File: src/align_macros.svh
`ifndef ALIGN_MACROS_SVH
`define ALIGN_MACROS_SVH

// Word width of the fetch bus, also used for addresses
`define ALIGN_XLEN 32

// Response buffer entries
// Three words cover a straddling instruction plus two in flight
`define ALIGN_DEPTH 3

// Buffer pointer width
`define ALIGN_PTR_W 2

// Outstanding fetch requests allowed at once
`define ALIGN_CREDITS 2

// Width of the credit and flush counters
`define ALIGN_CNT_W 2

`endif

File: src/fetch_bus_pkg.sv
`default_nettype none

`include "align_macros.svh"

package fetch_bus_pkg;

  // One word returned by the prefetcher
  typedef struct packed {
    logic [`ALIGN_XLEN-1:0] rdata;
    logic                   err;
  } fetch_resp_t;

  // Redirect info sent along with a fetch request
  // Branch address is always word aligned
  typedef struct packed {
    logic                   branch;
    logic [`ALIGN_XLEN-1:0] branch_addr;
  } fetch_req_t;

  // Outstanding request and flush counter
  typedef logic [`ALIGN_CNT_W-1:0] credit_cnt_t;

endpackage

`default_nettype wire

File: src/fetch_ctrl_pkg.sv
`default_nettype none

`include "align_macros.svh"

package fetch_ctrl_pkg;

  // Commands from the controller FSM
  typedef struct packed {
    logic instr_req;
    logic pc_set;
    logic kill;
  } fetch_cmd_t;

  // Instruction handed to decode
  // Compressed instructions sit in the low 16 bits
  typedef struct packed {
    logic [`ALIGN_XLEN-1:0] instr;
    logic                   err;
    logic [`ALIGN_XLEN-1:0] addr;
  } instr_out_t;

  // Complete instructions held in the buffer, one bit of headroom
  typedef logic [`ALIGN_CNT_W:0] instr_cnt_t;

endpackage

`default_nettype wire

File: src/fetch_req_ctrl.sv
`default_nettype none

`include "align_macros.svh"

module fetch_req_ctrl
  import fetch_bus_pkg::*;
  import fetch_ctrl_pkg::*;
(
  input  wire logic       clk,
  input  wire logic       rst_n,
  input  wire fetch_cmd_t cmd_i,
  input  wire logic       fetch_ready_i,
  input  wire logic       resp_valid_i,
  input  wire logic [1:0] n_incoming_i,
  input  wire logic       emit_i,
  output logic            fetch_valid_o,
  output logic            resp_push_o,
  output logic            busy_o
);

  credit_cnt_t credit_cnt_q, credit_cnt_n;
  credit_cnt_t flush_cnt_q, flush_cnt_n;
  credit_cnt_t flush_on_branch;
  instr_cnt_t  instr_cnt_q, instr_cnt_n;
  instr_cnt_t  instr_cnt_adj;
  logic        pop_q;
  logic        grant;

  ////////////////////
  // Request decision
  ////////////////////

  // Emitted instruction is subtracted one cycle late
  assign instr_cnt_adj = instr_cnt_q - instr_cnt_t'(pop_q);

  // Fetch when nearly empty, or always on a redirect, never without a free credit
  assign fetch_valid_o = cmd_i.instr_req &&
                         (credit_cnt_q < credit_cnt_t'(`ALIGN_CREDITS)) &&
                         ((instr_cnt_adj == '0) ||
                          ((instr_cnt_adj == instr_cnt_t'(1)) && (credit_cnt_q == '0)) ||
                          cmd_i.pc_set);

  assign grant  = fetch_valid_o && fetch_ready_i;
  assign busy_o = (credit_cnt_q != '0) || fetch_valid_o;

  // Stale words from before a branch never reach the buffer
  assign resp_push_o = resp_valid_i && (flush_cnt_q == '0);

  ////////////////////
  // Counters
  ////////////////////

  always_comb begin
    credit_cnt_n = credit_cnt_q;
    if (grant && !resp_valid_i) begin
      credit_cnt_n = credit_cnt_q + credit_cnt_t'(1);
    end else if (!grant && resp_valid_i) begin
      credit_cnt_n = credit_cnt_q - credit_cnt_t'(1);
    end
  end

  // A response in the kill cycle is already gone, so it needs no flush
  assign flush_on_branch = credit_cnt_q - credit_cnt_t'(cmd_i.kill && resp_valid_i);

  always_comb begin
    flush_cnt_n = flush_cnt_q;
    if (cmd_i.pc_set) begin
      flush_cnt_n = flush_on_branch;
    end else if (resp_valid_i && (flush_cnt_q != '0)) begin
      flush_cnt_n = flush_cnt_q - credit_cnt_t'(1);
    end
  end

  always_comb begin
    if (cmd_i.kill) begin
      // Buffer content is dropped on a kill
      instr_cnt_n = '0;
    end else begin
      instr_cnt_n = instr_cnt_q + instr_cnt_t'(n_incoming_i) - instr_cnt_t'(pop_q);
    end
  end

  always_ff @(posedge clk or negedge rst_n) begin
    if (!rst_n) begin
      credit_cnt_q <= '0;
      flush_cnt_q  <= '0;
      instr_cnt_q  <= '0;
      pop_q        <= 1'b0;
    end else begin
      credit_cnt_q <= credit_cnt_n;
      flush_cnt_q  <= flush_cnt_n;
      instr_cnt_q  <= instr_cnt_n;
      pop_q        <= emit_i;
    end
  end

  // Throttle keeps the prefetcher within its credits
  credit_bound_a: assert property (@(posedge clk) disable iff (!rst_n)
    credit_cnt_q <= credit_cnt_t'(`ALIGN_CREDITS));

endmodule

`default_nettype wire

File: src/resp_predecode.sv
`default_nettype none

`include "align_macros.svh"

module resp_predecode
  import fetch_bus_pkg::*;
  import fetch_ctrl_pkg::*;
(
  input  wire logic                   clk,
  input  wire logic                   rst_n,
  input  wire fetch_cmd_t             cmd_i,
  input  wire logic [`ALIGN_XLEN-1:0] branch_addr_i,
  input  wire logic                   resp_push_i,
  input  wire fetch_resp_t            resp_i,
  output logic [1:0]                  n_incoming_o
);

  // Write side alignment state
  // Unaligned and complete only right after an unaligned branch
  logic aligned_q, aligned_n;
  logic complete_q, complete_n;
  logic lo_full;
  logic hi_full;

  // Low bits 11 start a 32-bit instruction
  assign lo_full = resp_i.rdata[1:0] == 2'b11;
  assign hi_full = resp_i.rdata[17:16] == 2'b11;

  always_comb begin
    aligned_n    = aligned_q;
    complete_n   = complete_q;
    n_incoming_o = 2'd0;
    if (cmd_i.pc_set) begin
      aligned_n  = !branch_addr_i[1];
      complete_n = branch_addr_i[1];
    end else if (resp_push_i) begin
      if (aligned_q && lo_full) begin
        // Whole word is one instruction, state unchanged
        n_incoming_o = 2'd1;
      end else if (aligned_q || !complete_q) begin
        // Lower half ends an instruction, either compressed or straddling
        if (hi_full) begin
          n_incoming_o = 2'd1;
          aligned_n    = 1'b0;
          complete_n   = 1'b0;
        end else begin
          n_incoming_o = 2'd2;
          aligned_n    = 1'b1;
          complete_n   = 1'b1;
        end
      end else begin
        // Unaligned branch target, lower half is skipped
        if (hi_full) begin
          n_incoming_o = 2'd0;
          aligned_n    = 1'b0;
          complete_n   = 1'b0;
        end else begin
          n_incoming_o = 2'd1;
          aligned_n    = 1'b1;
          complete_n   = 1'b1;
        end
      end
    end
  end

  always_ff @(posedge clk or negedge rst_n) begin
    if (!rst_n) begin
      aligned_q  <= 1'b1;
      complete_q <= 1'b1;
    end else begin
      aligned_q  <= aligned_n;
      complete_q <= complete_n;
    end
  end

endmodule

`default_nettype wire

File: src/resp_fifo.sv
`default_nettype none

`include "align_macros.svh"

module resp_fifo
  import fetch_bus_pkg::*;
  import fetch_ctrl_pkg::*;
(
  input  wire logic        clk,
  input  wire logic        rst_n,
  input  wire fetch_cmd_t  cmd_i,
  input  wire logic        resp_push_i,
  input  wire fetch_resp_t resp_i,
  input  wire logic        pop_i,
  output fetch_resp_t      head_o,
  output fetch_resp_t      next_o,
  output logic             head_valid_o,
  output logic             next_valid_o
);

  typedef logic [`ALIGN_PTR_W-1:0] ptr_t;

  fetch_resp_t             mem_q [`ALIGN_DEPTH];
  logic [`ALIGN_DEPTH-1:0] valid_q, valid_n;
  ptr_t                    wptr_q;
  ptr_t                    rptr_q;
  ptr_t                    rptr_next;
  logic                    push_en;

  // Ring increment, wraps after the last entry
  function automatic ptr_t ptr_inc(input ptr_t ptr);
    ptr_inc = (ptr == ptr_t'(`ALIGN_DEPTH - 1)) ? '0 : ptr + ptr_t'(1);
  endfunction

  // Nothing is written while the fetch stage is killed
  assign push_en   = resp_push_i && !cmd_i.kill;
  assign rptr_next = ptr_inc(rptr_q);

  ////////////////////
  // Read side
  ////////////////////

  assign head_o       = mem_q[rptr_q];
  assign next_o       = mem_q[rptr_next];
  assign head_valid_o = valid_q[rptr_q];
  assign next_valid_o = valid_q[rptr_next];

  ////////////////////
  // Valid bits
  ////////////////////

  // Set before clear, so a word pushed and used up at once leaves no entry
  always_comb begin
    valid_n = valid_q;
    if (push_en) begin
      valid_n[wptr_q] = 1'b1;
    end
    if (pop_i) begin
      valid_n[rptr_q] = 1'b0;
    end
    if (cmd_i.kill) begin
      valid_n = '0;
    end
  end

  always_ff @(posedge clk or negedge rst_n) begin
    if (!rst_n) begin
      valid_q <= '0;
      wptr_q  <= '0;
      rptr_q  <= '0;
    end else begin
      valid_q <= valid_n;
      if (cmd_i.pc_set) begin
        // Branch target lands in entry zero
        wptr_q <= '0;
        rptr_q <= '0;
      end else begin
        if (push_en) begin
          wptr_q <= ptr_inc(wptr_q);
        end
        if (pop_i) begin
          rptr_q <= rptr_next;
        end
      end
    end
  end

  // Payload storage
  always_ff @(posedge clk) begin
    if (push_en) begin
      mem_q[wptr_q] <= resp_i;
    end
  end

  // Request throttling upstream must keep a free slot for every response
  no_overwrite_a: assert property (@(posedge clk) disable iff (!rst_n)
    push_en |-> !valid_q[wptr_q]);

endmodule

`default_nettype wire

File: src/instr_realigner.sv
`default_nettype none

`include "align_macros.svh"

module instr_realigner
  import fetch_bus_pkg::*;
  import fetch_ctrl_pkg::*;
(
  input  wire logic                   clk,
  input  wire logic                   rst_n,
  input  wire fetch_cmd_t             cmd_i,
  input  wire logic [`ALIGN_XLEN-1:0] branch_addr_i,
  input  wire logic                   resp_push_i,
  input  wire fetch_resp_t            resp_i,
  input  wire fetch_resp_t            head_i,
  input  wire fetch_resp_t            next_i,
  input  wire logic                   head_valid_i,
  input  wire logic                   next_valid_i,
  input  wire logic                   instr_ready_i,
  output logic                        instr_valid_o,
  output instr_out_t                  instr_o,
  output logic                        pop_o,
  output logic                        emit_o
);

  logic [`ALIGN_XLEN-1:0] addr_q, addr_n;
  logic [`ALIGN_XLEN-1:0] addr_incr;
  fetch_resp_t            cur_word;
  fetch_resp_t            second_word;
  logic                   valid_any;
  logic                   valid_straddle;
  logic                   aligned_is_c;
  logic                   unaligned_is_c;
  logic                   err_unaligned;

  ////////////////////
  // Word selection
  ////////////////////

  // Current word is the head, or the incoming response when the buffer is empty
  assign cur_word    = head_valid_i ? head_i : resp_i;
  // Second half of a straddling instruction, from the next slot or the response
  assign second_word = next_valid_i ? next_i : resp_i;

  assign valid_any      = head_valid_i || resp_push_i;
  // Straddle needs the head plus either the next slot or a fresh word
  assign valid_straddle = next_valid_i || (head_valid_i && resp_push_i);

  assign aligned_is_c   = cur_word.rdata[1:0] != 2'b11;
  assign unaligned_is_c = cur_word.rdata[17:16] != 2'b11;

  // Straddling instruction faults if either word faulted
  assign err_unaligned = unaligned_is_c ? cur_word.err : (cur_word.err | second_word.err);

  ////////////////////
  // Output to decode
  ////////////////////

  always_comb begin
    instr_o.addr = addr_q;
    if (addr_q[1]) begin
      instr_o.instr = {second_word.rdata[15:0], cur_word.rdata[31:16]};
      instr_o.err   = err_unaligned;
    end else begin
      instr_o.instr = cur_word.rdata;
      instr_o.err   = cur_word.err;
    end
  end

  always_comb begin
    if (cmd_i.kill) begin
      instr_valid_o = 1'b0;
    end else if (addr_q[1] && !unaligned_is_c) begin
      instr_valid_o = valid_straddle;
    end else begin
      instr_valid_o = valid_any;
    end
  end

  assign emit_o = instr_valid_o && instr_ready_i;
  // Head word is used up unless an aligned compressed leaves its upper half
  assign pop_o  = emit_o && (addr_q[1] || !aligned_is_c);

  ////////////////////
  // Address tracking
  ////////////////////

  assign addr_incr = {addr_q[`ALIGN_XLEN-1:2], 2'b00} + `ALIGN_XLEN'(4);

  always_comb begin
    if (addr_q[1]) begin
      addr_n = {addr_incr[`ALIGN_XLEN-1:2], unaligned_is_c ? 2'b00 : 2'b10};
    end else if (aligned_is_c) begin
      addr_n = {addr_q[`ALIGN_XLEN-1:2], 2'b10};
    end else begin
      addr_n = addr_incr;
    end
  end

  always_ff @(posedge clk or negedge rst_n) begin
    if (!rst_n) begin
      addr_q <= '0;
    end else if (cmd_i.pc_set) begin
      // First instruction after the redirect sits at the target
      addr_q <= branch_addr_i;
    end else if (emit_o) begin
      addr_q <= addr_n;
    end
  end

  // Halfword alignment holds across redirects and increments
  halfword_addr_a: assert property (@(posedge clk) disable iff (!rst_n)
    !addr_q[0]);

endmodule

`default_nettype wire

File: src/align_buf_top.sv
`default_nettype none

`include "align_macros.svh"

module align_buf_top
  import fetch_bus_pkg::*;
  import fetch_ctrl_pkg::*;
(
  input  wire logic                   clk,
  input  wire logic                   rst_n,
  input  wire fetch_cmd_t             cmd_i,
  input  wire logic [`ALIGN_XLEN-1:0] branch_addr_i,
  // Prefetcher side
  output logic                        fetch_valid_o,
  input  wire logic                   fetch_ready_i,
  output fetch_req_t                  fetch_req_o,
  input  wire logic                   resp_valid_i,
  input  wire fetch_resp_t            resp_i,
  // Decode side
  output logic                        instr_valid_o,
  input  wire logic                   instr_ready_i,
  output instr_out_t                  instr_o,
  output logic                        busy_o
);

  logic        resp_push;
  logic [1:0]  n_incoming;
  logic        emit;
  logic        pop;
  fetch_resp_t head;
  fetch_resp_t next;
  logic        head_valid;
  logic        next_valid;

  // Prefetcher always fetches whole words
  assign fetch_req_o.branch      = cmd_i.pc_set;
  assign fetch_req_o.branch_addr = {branch_addr_i[`ALIGN_XLEN-1:2], 2'b00};

  fetch_req_ctrl u_fetch_req_ctrl (
    .clk           (clk),
    .rst_n         (rst_n),
    .cmd_i         (cmd_i),
    .fetch_ready_i (fetch_ready_i),
    .resp_valid_i  (resp_valid_i),
    .n_incoming_i  (n_incoming),
    .emit_i        (emit),
    .fetch_valid_o (fetch_valid_o),
    .resp_push_o   (resp_push),
    .busy_o        (busy_o)
  );

  resp_predecode u_resp_predecode (
    .clk           (clk),
    .rst_n         (rst_n),
    .cmd_i         (cmd_i),
    .branch_addr_i (branch_addr_i),
    .resp_push_i   (resp_push),
    .resp_i        (resp_i),
    .n_incoming_o  (n_incoming)
  );

  resp_fifo u_resp_fifo (
    .clk          (clk),
    .rst_n        (rst_n),
    .cmd_i        (cmd_i),
    .resp_push_i  (resp_push),
    .resp_i       (resp_i),
    .pop_i        (pop),
    .head_o       (head),
    .next_o       (next),
    .head_valid_o (head_valid),
    .next_valid_o (next_valid)
  );

  instr_realigner u_instr_realigner (
    .clk           (clk),
    .rst_n         (rst_n),
    .cmd_i         (cmd_i),
    .branch_addr_i (branch_addr_i),
    .resp_push_i   (resp_push),
    .resp_i        (resp_i),
    .head_i        (head),
    .next_i        (next),
    .head_valid_i  (head_valid),
    .next_valid_i  (next_valid),
    .instr_ready_i (instr_ready_i),
    .instr_valid_o (instr_valid_o),
    .instr_o       (instr_o),
    .pop_o         (pop),
    .emit_o        (emit)
  );

endmodule

`default_nettype wire

File: config.mk
export PLATFORM = sky130hd
export DESIGN_NAME = align_buf_top
export DESIGN_NICKNAME = d
export VERILOG_FILES = /design/src/fetch_bus_pkg.sv /design/src/fetch_ctrl_pkg.sv /design/src/fetch_req_ctrl.sv /design/src/resp_predecode.sv /design/src/resp_fifo.sv /design/src/instr_realigner.sv /design/src/align_buf_top.sv
export VERILOG_INCLUDE_DIRS = /design/src /design/src/src
export SDC_FILE = /design/constraint.sdc
export NUM_CORES = 1
export LEC_CHECK = 0
export BUFFER_PORTS_ARGS = -buffer_cell sky130_fd_sc_hd__buf_4
export CORE_ASPECT_RATIO = 1.5
export CORE_MARGIN = 10
export CORE_UTILIZATION = 50
export DETAILED_ROUTE_END_ITERATION = 16
export GPL_TIMING_DRIVEN = 0
export PLACE_DENSITY = 0.87
export SYNTH_ARGS = -nofsm -noshare
export SYNTH_HDL_FRONTEND = slang
export SYNTH_SLANG_ARGS = --single-unit
File: constraint.sdc
create_clock -name clk -period 4.5 [get_ports clk]
set_input_delay 0.225 -clock clk [delete_from_list [all_inputs] [get_ports clk]]
set_output_delay 0.225 -clock clk [all_outputs]
set_load 0.02 [all_outputs]
==> summary.txt <==
Outcome: completed
Synth warnings: 0
Number of global-route vias before repair: 7514
Crit share post-route: 0.848
Unrepaired setup endpoints after global routing: no
Total of max-cap violations: 0
Clk buf depth: 2
Max_slew headroom: 0.308
Unique cell type count in the Yosys netlist: 56
Worst Path Arrival: 3590 ps
Wirelength per Cell: 21.2 um
DR pass1 iterations: 7
Crit path cell chain: buf_2, and3b_1, a21oi_1, clkbuf_1, buf_1, a21oi_1, a21oi_1, buf_4
WS Path Type: flop to output port
#FFs+latches synth: 148
Post-placement cell area: 9680 sq um
Pin count of the biggest net entering global routing: 50
Area grow syn2layout: 29.0%
# fillers: 1189
Buffers plus inverters on the worst setup path: 4
Cell area after synthesis: 8050 sq um
Remaining global-route overflow: 0
Starting density of the core: 0.513
WL final: 26.0 mm
Post-layout nets: 1094
Fin. max-slew vios: 0
Die Area: 21700 sq um
Critical Path RT: 4280 ps
Max FO, Critical Path: 10
Worst reg-to-reg setup slack: 1340 ps
Layout cells sized above 1: 0.252
Post-synthesis async set-or-reset flop share: 0.331
Post-synthesis sequential area ratio: 0.522
Family with the most delay on the worst path: buffers and inverters
Total power: 0.00411 W
Sink Count: 148
Residual DRC: 0
Slowest-stage cell, CP: buf_1
Sw Share: 0.326
Most frequent CP cell: a21oi_1
Synth Instances: 803
IO Pins: 174
Initial antenna violation count: 0
Power share of the combinational group: 0.259
Ys flop type: edfxtp_1
Row cnt: 56
Max Fclk: 0.262 GHz
Hold crit path type: primary input to flop
Post CTS Setup Buffer Count: 0
Tmin final: 3810 ps
Total CTS buffers: 17
Skew final: 8.50 ps
Crit end category: output port
CP startpoint kind: flop
First-pass GRT wire length: 40.0 mm
Worst path max stage delay: 570 ps
Post-route cell area: 10400 sq um
Port bufs: 171
Global Route Usage Sum: 0.235
CTS clk-pin slew, worst paths: 60 ps
CTS tree: yes
Power Dens Cells: 396 nW/um^2
TNS Setup: 0 ps
H-tree levels: 4
Net Sw Power: 0.00134 W
Seq pwr share: 0.398
Detail Placement HPWL: 18.7 mm
Clock power frac: 0.343
Post-Synthesis Mean Instance Area: 10.0 sq um
1st-iter DRT viols: 841
Vias: 7529
Clk Latency, worst-skew pair: 420 ps
Final hold vios: 0
Die Y: 175 um
Number of synthesized flops with an enable pin: 99
GPL Wtd Cong: 0.941
Diodes inserted: 0
Internal power: 0.00277 W
Root buf cell: clkbuf_16
Static Leak: 4.03 nW
Post-DRT Antenna Nets: 0
Peak VDD IR: 0.229 mV
Slew @ Worst Pin: 1030 ps
Avg Vias per Cell: 6.14
Die Width: 124 um
Setup violators final: 0
Core area: 15700 sq um
Min Hold Slack: 11.1 ps
per-stage QoR:
step | setup WS, ps | util | cells
6_report | 686 | 0.662 | 1226
5_1_grt | 618 | 0.662 | 1226
4_1_cts | 875 | 0.662 | 1226
3_5_place_dp | 1350 | 0.617 | 1182
3_3_place_gp | -4.10 | 0.612 | 1178
2_1_floorplan | 1390 | - | 804
cell usage after synthesis (10+ instances only):
cell type	count	area, sq um
mux2i_1	54	541
or3_1	14	87.6
nand3_1	10	50.1
xnor2_1	14	123
nor2_1	128	480
nand2_1	38	143
a31oi_1	18	113
a21oi_1	104	521
a211oi_1	33	248
nor4_1	10	62.6
nand4_1	13	81.3
dfrtp_1	47	1180
clkbuf_1	35	131
buf_4	33	248
edfxtp_1	99	2970
o21ai_0	33	165
inv_1	20	75.1
ha_1	10	125
flip-flops by register name (all words and copies together), names as in the netlist:
| name | count |
|---|---|
| u_resp_predecode.aligned_q | 1 |
| u_fetch_req_ctrl.instr_cnt_q | 3 |
| u_resp_fifo.rptr_q | 2 |
| u_fetch_req_ctrl.pop_q | 1 |
| u_resp_fifo.valid_q | 3 |
| u_resp_fifo.wptr_q | 2 |
| u_resp_fifo.mem_q | 99 |
| u_fetch_req_ctrl.credit_cnt_q | 2 |
| u_instr_realigner.addr_q | 32 |
| u_resp_predecode.complete_q | 1 |
| u_fetch_req_ctrl.flush_cnt_q | 2 |
metal layers:
metal  wire length, um  GRT usage  vias to the layer above
met5                 0          0                        -
met1              8990      0.260                     3605
li1                  -          -                     3322
met3              2690     0.0655                       76
met4              1040      0.111                        0
met2             13200      0.403                      526
layout by cell type (no fill, tap or decap), types with 5 or more instances in the layout:
cell type | netlist | layout
a31oi_1 | 18 | 18
inv_6 | 0 | 7
nand2b_1 | 7 | 7
buf_1 | 8 | 8
a211oi_1 | 33 | 33
buf_4 | 33 | 204
or3_1 | 14 | 14
nor4_1 | 10 | 9
xnor2_1 | 14 | 14
clkbuf_16 | 0 | 17
dlygate4sd3_1 | 0 | 12
nand3_1 | 10 | 10
nor2_1 | 128 | 128
a21oi_1 | 104 | 104
inv_1 | 20 | 19
o21ai_0 | 33 | 33
and2_1 | 5 | 5
clkbuf_1 | 35 | 35
mux2i_1 | 54 | 54
edfxtp_1 | 99 | 99
dfrtp_1 | 47 | 47
ha_1 | 10 | 10
nand2_1 | 38 | 38
nand4_1 | 13 | 13
final cells by class:
type                            instances  area, sq um  share of cell area
Timing Repair Buffer                  187         1460               0.141
Buffer                                 81          447              0.0430
Tap cell                              203          254              0.0245
Clock inverter                         15          158              0.0152
Sequential cell                       148         4200               0.405
Multi-Input combinational cell        552         3350               0.323
Clock buffer                           17          425              0.0410
Inverter                               23         86.3             0.00831
power by group through the flow:
| stage | Sequential, W | Clock, W | Combinational, W |
|---|---|---|---|
| after detailed placement | 0.00166 | 0 | 0.00104 |
| after floorplan | 0.00168 | 0 | 0.000583 |
| after CTS | 0.00164 | 0.00142 | 0.00106 |
| after global placement | 0.00166 | 0 | 0.00101 |
| after global routing | 0.00165 | 0.00148 | 0.00115 |
| final | 0.00164 | 0.00141 | 0.00107 |
worst reg2reg max path: stages (launching register included):
cell	delay (ps)
dfrtp_1	400
buf_2	200
and3b_1	290
a21oi_1	150
o311ai_0	770
nand4_1	400
clkbuf_1	320
or3_1	390
a31oi_1	160
path summary, 6_finish.rpt:
check,from,end,depth (start not counted)
min in group asynchronous,rst_n,u_fetch_req_ctrl.credit_cnt_q[1],2
worst max-delay path,u_resp_fifo.rptr_q[1],instr_o[49],8
worst min-delay path,resp_i[29],u_resp_fifo.mem_q[0][29],1
worst max register to register,u_resp_fifo.rptr_q[1],u_instr_realigner.addr_q[22],8
max in group asynchronous,rst_n,u_instr_realigner.addr_q[26],2
worst min register to register,u_resp_predecode.aligned_q,u_resp_predecode.aligned_q,2
what timing repair did:
action                                 4_1_cts  5_1_grt
hold buffers                                12        0
gates resized for setup                      0        0
endpoints found under the hold margin       76        0
logic make-up (layout without fill, tap and decap cells):
logic type / count (synthesis) / count (layout) / share of synthesized area
other: 1 / 2 / 0.000466
xor gates and xnor gates: 16 / 16 / 0.0174
DFF: 148 / 148 / 0.522
buffers and inverters: 104 / 323 / 0.0662
adders and majority gates: 11 / 11 / 0.0180
muxes: 59 / 59 / 0.0741
AOI/OAI and AO/OA: 212 / 212 / 0.155
and+or+nand+nor: 252 / 252 / 0.147
Note: power is estimated with default switching activity, not from simulation.
